--- config.mk ---
export PLATFORM = sky130hd
export DESIGN_NAME = board_glue_top
export DESIGN_NICKNAME = d
export VERILOG_FILES = /design/src/hdl/board_pkg.sv /design/src/hdl/board_rst_sync.sv /design/src/hdl/rtc_clk_div.sv /design/src/hdl/fan_pwm_ctrl.sv /design/src/hdl/board_glue_top.sv
export SDC_FILE = /design/constraint.sdc
export NUM_CORES = 1
export LEC_CHECK = 0
export ABC_AREA = 0
export BUFFER_PORTS_ARGS = -buffer_cell sky130_fd_sc_hd__buf_2
export CAP_MARGIN = 25
export CORE_ASPECT_RATIO = 0.8
export CORE_MARGIN = 2
export CORE_UTILIZATION = 30
export CTS_BUF_LIST = sky130_fd_sc_hd__clkbuf_2
export CTS_CLUSTER_DIAMETER = 50
export CTS_CLUSTER_SIZE = 14
export DETAILED_ROUTE_END_ITERATION = 6
export GPL_TIMING_DRIVEN = 1
export PLACE_DENSITY = 0.54
export SETUP_SLACK_MARGIN = 0.5
export SLEW_MARGIN = 20
export SYNTH_ARGS = -nofsm -noshare
export SYNTH_HDL_FRONTEND = slang
export SYNTH_SLANG_ARGS = --single-unit
--- constraint.sdc ---
create_clock -name soc_clk -period 0.8 [get_ports soc_clk]
set_clock_uncertainty 0.05 [all_clocks]
set_input_delay 0.12 -clock soc_clk [delete_from_list [all_inputs] [get_ports soc_clk]]
set_output_delay 0.12 -clock soc_clk [all_outputs]
set_load 0.02 [all_outputs]
--- src/hdl/board_pkg.sv ---
////////////////////
// Board glue package
// Reset, RTC and fan constants
// Meaningful widths and the SPI host and SD-card pin bundles
////////////////////

package board_pkg;

  ////////////////////
  // Reset synchronizer
  ////////////////////

  // Flops between the board reset and the SoC reset
  localparam int unsigned RstSyncStages = 2;

  ////////////////////
  // RTC divider
  ////////////////////

  // soc_clk cycles per RTC half period, divide-by-50 overall
  localparam int unsigned RtcHalfPeriod = 25;
  localparam int unsigned RtcCntWidth   = 5;

  ////////////////////
  // Fan PWM
  ////////////////////

  // Switch setting width, also the slot index width (16 slots)
  localparam int unsigned FanLevelWidth = 4;
  // soc_clk cycles per PWM slot, kept short for simulation
  localparam int unsigned FanPrescale   = 4;
  localparam int unsigned FanPrescWidth = 2;

  ////////////////////
  // Types
  ////////////////////

  // RTC half-period counter
  typedef logic [RtcCntWidth-1:0]   rtc_cnt_t;

  // Fan setting or PWM slot index
  typedef logic [FanLevelWidth-1:0] fan_level_t;

  // Outputs of the SoC SPI host
  typedef struct packed {
    logic       sck;
    logic       sck_en;
    logic [1:0] csb;
    logic [1:0] csb_en;
    logic [3:0] sd;
    logic [3:0] sd_en;
  } spi_host_t;

  // SD-card pins driven by the board in SPI mode
  typedef struct packed {
    logic       sclk;
    logic       cmd;
    logic       dat3;
    logic [1:0] dat21;
    logic       card_rst;
  } sd_pins_t;

endpackage

--- src/hdl/board_rst_sync.sv ---
////////////////////
// Reset synchronizer for the SoC reset
// Asynchronous assertion, release on soc_clk
////////////////////

`timescale 1ns/100ps

module board_rst_sync
  import board_pkg::*;
(
  input  logic soc_clk,
  input  logic rst_n,
  output logic soc_rst_no
);

  // Shift chain, all stages low while the board reset is held
  logic [RstSyncStages-1:0] sync_q;

  ////////////////////
  // Synchronizer chain
  ////////////////////

  // Ones shift in from the bottom once rst_n is high again.
  // The last stage goes high RstSyncStages edges after release.
  always_ff @(posedge soc_clk or negedge rst_n) begin
    if (!rst_n) begin
      sync_q <= '0;
    end else begin
      sync_q <= {sync_q[RstSyncStages-2:0], 1'b1};
    end
  end

  // Last stage is the SoC reset
  assign soc_rst_no = sync_q[RstSyncStages-1];

endmodule

--- src/hdl/rtc_clk_div.sv ---
////////////////////
// RTC clock divider
// Toggles a registered clock every RtcHalfPeriod soc_clk cycles
////////////////////

`timescale 1ns/100ps

module rtc_clk_div
  import board_pkg::*;
(
  input  logic soc_clk,
  input  logic soc_rst_ni,
  output logic rtc_clk_o
);

  // Last count value of a half period
  localparam rtc_cnt_t CntLast = rtc_cnt_t'(RtcHalfPeriod - 1);

  rtc_cnt_t cnt_d;
  rtc_cnt_t cnt_q;
  logic     rtc_clk_d;
  logic     rtc_clk_q;

  ////////////////////
  // Next state
  ////////////////////

  always_comb begin
    cnt_d     = cnt_q + rtc_cnt_t'(1);
    rtc_clk_d = rtc_clk_q;

    // End of half period
    if (cnt_q == CntLast) begin
      cnt_d     = '0;
      rtc_clk_d = ~rtc_clk_q;
    end
  end

  ////////////////////
  // Registers
  ////////////////////

  // Clock starts low, first toggle RtcHalfPeriod edges after release
  always_ff @(posedge soc_clk or negedge soc_rst_ni) begin
    if (!soc_rst_ni) begin
      cnt_q     <= '0;
      rtc_clk_q <= 1'b0;
    end else begin
      cnt_q     <= cnt_d;
      rtc_clk_q <= rtc_clk_d;
    end
  end

  // Straight from a flop, so no glitches
  assign rtc_clk_o = rtc_clk_q;

endmodule

--- src/hdl/fan_pwm_ctrl.sv ---
////////////////////
// Fan PWM controller
// Prescaled slot counter, per-period setting latch, registered PWM
////////////////////

`timescale 1ns/100ps

module fan_pwm_ctrl
  import board_pkg::*;
(
  input  logic       soc_clk,
  input  logic       soc_rst_ni,
  input  fan_level_t fan_sw_i,
  output logic       fan_pwm_o
);

  // Last prescaler value and last slot of a period
  localparam logic [FanPrescWidth-1:0] PrescLast = FanPrescWidth'(FanPrescale - 1);
  localparam fan_level_t               SlotLast  = '1;

  logic [FanPrescWidth-1:0] presc_q;
  fan_level_t               slot_q;
  fan_level_t               level_q;
  logic                     pwm_q;

  // One pulse per slot
  logic slot_tick;
  // Slot counter wraps back to zero on this cycle
  logic period_wrap;

  assign slot_tick   = (presc_q == PrescLast);
  assign period_wrap = slot_tick && (slot_q == SlotLast);

  ////////////////////
  // Prescaler
  ////////////////////

  always_ff @(posedge soc_clk or negedge soc_rst_ni) begin
    if (!soc_rst_ni) begin
      presc_q <= '0;
    end else if (slot_tick) begin
      presc_q <= '0;
    end else begin
      presc_q <= presc_q + 1'b1;
    end
  end

  ////////////////////
  // Slot counter
  ////////////////////

  // Wraps naturally after the last slot
  always_ff @(posedge soc_clk or negedge soc_rst_ni) begin
    if (!soc_rst_ni) begin
      slot_q <= '0;
    end else if (slot_tick) begin
      slot_q <= slot_q + fan_level_t'(1);
    end
  end

  ////////////////////
  // Setting latch
  ////////////////////

  // Taken only at a period boundary so the duty is constant within a period
  always_ff @(posedge soc_clk or negedge soc_rst_ni) begin
    if (!soc_rst_ni) begin
      level_q <= '0;
    end else if (period_wrap) begin
      level_q <= fan_sw_i;
    end
  end

  ////////////////////
  // PWM output
  ////////////////////

  // High for level_q slots of FanPrescale cycles each
  always_ff @(posedge soc_clk or negedge soc_rst_ni) begin
    if (!soc_rst_ni) begin
      pwm_q <= 1'b0;
    end else begin
      pwm_q <= (slot_q < level_q);
    end
  end

  assign fan_pwm_o = pwm_q;

endmodule

--- src/hdl/board_glue_top.sv ---
////////////////////
// Board glue top level
// SoC reset, RTC clock, fan PWM and SD-card pins in SPI mode
////////////////////

`timescale 1ns/100ps

module board_glue_top
  import board_pkg::*;
(
  input  logic       soc_clk,
  input  logic       rst_n,

  // Board switches for the fan speed
  input  fan_level_t fan_sw_i,

  // SPI host side
  input  spi_host_t  spih_i,
  input  logic       sd_dat0_i,

  output logic       soc_rst_no,
  output logic       rtc_clk_o,
  output logic       fan_pwm_o,

  // SD-card side
  output sd_pins_t   sd_o,
  output logic [3:0] spih_sd_o
);

  ////////////////////
  // Reset synchronizer
  ////////////////////

  board_rst_sync u_rst_sync (
    .soc_clk    ( soc_clk    ),
    .rst_n      ( rst_n      ),
    .soc_rst_no ( soc_rst_no )
  );

  ////////////////////
  // RTC clock
  ////////////////////

  // Slow clock for the SoC real-time counter
  rtc_clk_div u_rtc_div (
    .soc_clk    ( soc_clk    ),
    .soc_rst_ni ( soc_rst_no ),
    .rtc_clk_o  ( rtc_clk_o  )
  );

  ////////////////////
  // Fan control
  ////////////////////

  fan_pwm_ctrl u_fan_ctrl (
    .soc_clk    ( soc_clk    ),
    .soc_rst_ni ( soc_rst_no ),
    .fan_sw_i   ( fan_sw_i   ),
    .fan_pwm_o  ( fan_pwm_o  )
  );

  ////////////////////
  // SD-card pin mapping
  ////////////////////

  // SPI lines idle high whenever the host does not drive them

  // SCK onto SD CLK
  assign sd_o.sclk     = spih_i.sck_en    ? spih_i.sck    : 1'b1;

  // First chip select onto SD DAT3
  assign sd_o.dat3     = spih_i.csb_en[0] ? spih_i.csb[0] : 1'b1;

  // MOSI onto SD CMD
  assign sd_o.cmd      = spih_i.sd_en[0]  ? spih_i.sd[0]  : 1'b1;

  // DAT1 and DAT2 unused in SPI mode
  assign sd_o.dat21    = 2'b11;

  // Reset held low so the card stays powered
  assign sd_o.card_rst = 1'b0;

  ////////////////////
  // Card data back to the host
  ////////////////////

  // MISO is host data bit 1, fed from SD DAT0
  assign spih_sd_o[1] = sd_dat0_i;

  // Remaining host inputs are outputs on this bus, read as zero
  assign spih_sd_o[0] = 1'b0;
  assign spih_sd_o[2] = 1'b0;
  assign spih_sd_o[3] = 1'b0;

endmodule

==> flow_metrics.env <==
export IMPL_synth_cell_type_count=23
export IMPL_clock_latency_ns=0.30
export IMPL_ys_ff_latch=19
export IMPL_placed_cell_area_um2=1110
export IMPL_cts_tree="yes"
export IMPL_final_setup_worst_slack_ns=-0.532
export IMPL_ant_nets=0
export IMPL_die_x_um=64.9
export IMPL_cts_buffers=3
export IMPL_rsz0062_at_grt="true"
export IMPL_synthTopCellsByArea="dfrtp_1 (53%), ha_1 (9.8%), mux2_2 (6.3%)"
export IMPL_slowest_stage="dfrtp_1"
export IMPL_ioPinCount=34
export IMPL_violations="negative hold slack, negative setup slack"
export IMPL_worstPathArrival_ns=1.50
export IMPL_clock_sinks=19
export IMPL_p_sw_share_pct=25.3
export IMPL_dr_total_vias=658
export IMPL_yosysTopAreaCell="dfrtp_1"
export IMPL_avgSynthCellArea_um2=12.0
export IMPL_hp_class="in -> reg"
export IMPL_setup_viol=20
export IMPL_cts_max_level=1
export IMPL_track_usage_pct=10.3
export IMPL_path_cells="ha_2 > nand4_4 > mux2_4"
export IMPL_drt_pass1_iter_count=4
export IMPL_final_cell_mix="buf_6 (17), dfrtp_1 (17), buf_4 (10), buf_2 (8), conb_1 (7)"
export IMPL_start_util_pct=32.0
export IMPL_gp_congestion=0.752
export IMPL_fmax_mhz=751
export IMPL_power_leakage_nw=0.707
export IMPL_num_nets_final=143
export IMPL_antenna_found_initial=0
export IMPL_drt_wl_total_um=1970
export IMPL_powerDensity_nw_per_um2=1170
export IMPL_io_buffer_count=17
export IMPL_path_buf_inv=0
export IMPL_hold_ws_ns=-0.0126
export IMPL_clk_path_buf_depth=2
export IMPL_p_int_mw=1.24
export IMPL_dpl_hpwl_um=1180
export IMPL_yosys_area_top_type_share_pct=53.4
export IMPL_grt_pass1_wl_um=2580
export IMPL_power_frac_comb_pct=15.3
export IMPL_slew_violations=0
export IMPL_endpoint_kind="register"
export IMPL_via_per_inst=4.33
export IMPL_stdcell_area_um2=1410
export IMPL_seq_area_frac_synth_pct=53.4
export IMPL_cp_max_fo=4
export IMPL_final_cells=152
export IMPL_dp_cells=137
export IMPL_root_buffer="clkbuf_2"
export IMPL_dp_slack_ns=-0.449
export IMPL_worstSetupPathType="reg -> reg"
export IMPL_grt_ovfl_total=0
export IMPL_cap_violations=0
export IMPL_synth_xor_area_share_pct=5.90
export IMPL_die_h_um=52.7
export IMPL_yosys_area_share_adder_pct=9.83
export IMPL_required_ns=0.96
export IMPL_tns_ns=-7.45
export IMPL_slowest_delay_ns=0.46
export IMPL_p_switching_mw=0.420
export IMPL_layout_drive_gt1_share_pct=55.3
export IMPL_area_delta_synth_final_pct=58.4
export IMPL_rows=17
export IMPL_n_antenna_cell=0
export IMPL_cp_top_family="flip-flops"
export IMPL_die_area_um2=3420
export IMPL_yosys_warnings=0
export IMPL_drcViolationCount=0
export IMPL_period_share_pct=167
export IMPL_coreArea_um2=2790
export IMPL_p_seq_share_pct=60.1
export IMPL_grt_pass1_vias=600
export IMPL_synth_top_family_by_area="simple AND/OR/NAND/NOR gates"
export IMPL_status="finished, violations left"
export IMPL_hold_viol_final=4
export IMPL_grt_max_degree=18
export IMPL_netlist_area_um2=891
export IMPL_clk_pin_slew_ns=0.18
export IMPL_postSynthCellCount=74
export IMPL_p_clk_share_pct=24.6
export IMPL_ir_worst_vdd_uv=1050
export IMPL_yosys_area_share_simple_pct=11.5
export IMPL_synth_compound_area_share_pct=2.53
export IMPL_avgRoutedWirePerCell_um=12.9
export IMPL_period_needed_ns=1.33
export IMPL_critPathLaunchType="register"
export IMPL_drt_iter0_markers=6
export IMPL_synth_area_mux_share_pct=7.44
export IMPL_cts_hold_buf=1
==> cells by family (layout without fill, tap and decap cells) <==
logic type      count (synthesis)  in the layout
compound gates                  3              3
xor+xnor                        6              6
fa+ha+maj                       7              7
buf+inv                        13             48
flops                          19             19
mux                             6              6
other cells                     2              7
simple gates                   18             18
==> worst paths after layout <==
path | to | slack [ns] | from | cells past startpoint
setup / recovery | u_fan_ctrl.level_q[3]$_DFFE_PN0P_ | -0.53 | u_fan_ctrl.slot_q[1]$_DFFE_PN0N_ | 3
hold / removal | u_fan_ctrl.level_q[0]$_DFFE_PN0P_ | -0.01 | fan_sw_i[0] | 2
setup reg to reg | u_fan_ctrl.level_q[3]$_DFFE_PN0P_ | -0.53 | u_fan_ctrl.slot_q[1]$_DFFE_PN0N_ | 3
hold reg to reg | u_rtc_div.rtc_clk_o$_DFFE_PN0N_ | 0.22 | u_rst_sync.sync_q[1]$_DFF_PN0_ | 1
max in group asynchronous | u_fan_ctrl.level_q[2]$_DFFE_PN0P_ | 0.17 | u_rst_sync.sync_q[1]$_DFF_PN0_ | 3
min in group asynchronous | u_rst_sync.sync_q[1]$_DFF_PN0_ | 0.04 | rst_n | 2
==> worst register-to-register path, delay by kind of cell (launching register included) <==
kind | cells | cell delay [ns]
and+or+nand+nor | 1 | 0.15
muxes | 1 | 0.33
DFF | 1 | 0.46
adders and majority gates | 1 | 0.25
==> metal layers <==
| layer | global-route usage, % | part of all wire [%] | routed length, µm |
|---|---|---|---|
| met1 | 12.4 | 43 | 841 |
| met2 | 17.2 | 53 | 1030 |
| met3 | 3.44 | 3.8 | 75 |
| met4 | 4.26 | 0.86 | 17 |
| met5 | 0 | 0 | 0 |
==> through the flow <==
step / total power, mW / utilization (%)
after global routing: 1.78 / 50.7
after detailed placement: 1.17 / 40.0
after floorplan: 1.14 / -
after CTS: 1.63 / 45.8
after global placement: 1.16 / 40.0
final: 1.66 / 50.7
==> Yosys cell counts, drive strengths merged <==
cell type and number:
a2111oi 1, nand3 1, buf 8, a22o 1, xor2 3, nor2b 1, inv 5, nand2 2
nor2 5, nand2b 4, nor3 1, and4b 1, mux2 5, nand4 2, conb 2, dfrtp 19
or3 1, ha 7, o21ai 1, mux2i 1, xnor2 3
==> flip-flops by register name (all words and copies together) (netlist names) <==
| register | cells |
|---|---|
| u_fan_ctrl.presc_q | 2 |
| u_fan_ctrl.fan_pwm_o | 1 |
| u_rtc_div.cnt_q | 5 |
| u_rtc_div.rtc_clk_o | 1 |
| u_rst_sync.sync_q | 2 |
| u_fan_ctrl.slot_q | 4 |
| u_fan_ctrl.level_q | 4 |
==> repair_timing <==
item | CTS | global route
hold endpoints to repair | 6 | 6
endpoints found under the setup margin | 41 | 41
pin swaps | 4 | 5
buffers inserted | 2 | 6
gates cloned | 0 | 2
gates resized for setup | 29 | 9
==> cell type report <==
cell class                 instances  area, µm²
fill                             246       1380
clock inverter                     1       5.00
multi-input combinational         47        458
inverter                           5       18.8
tap                               38       47.5
sequential                        19        480
timing repair buffer              39        387
clock buffer                       3       15.0
==> power groups by stage <==
stage	clock network, mW	logic [mW]	registers (mW)
after global routing	0.507	0.274	0.999
after CTS	0.429	0.202	0.995
after detailed placement	0	0.158	1.01
final	0.407	0.254	0.996
after floorplan	0	0.109	1.03
after global placement	0	0.154	1.01
Power figures use the tool's default switching activity.
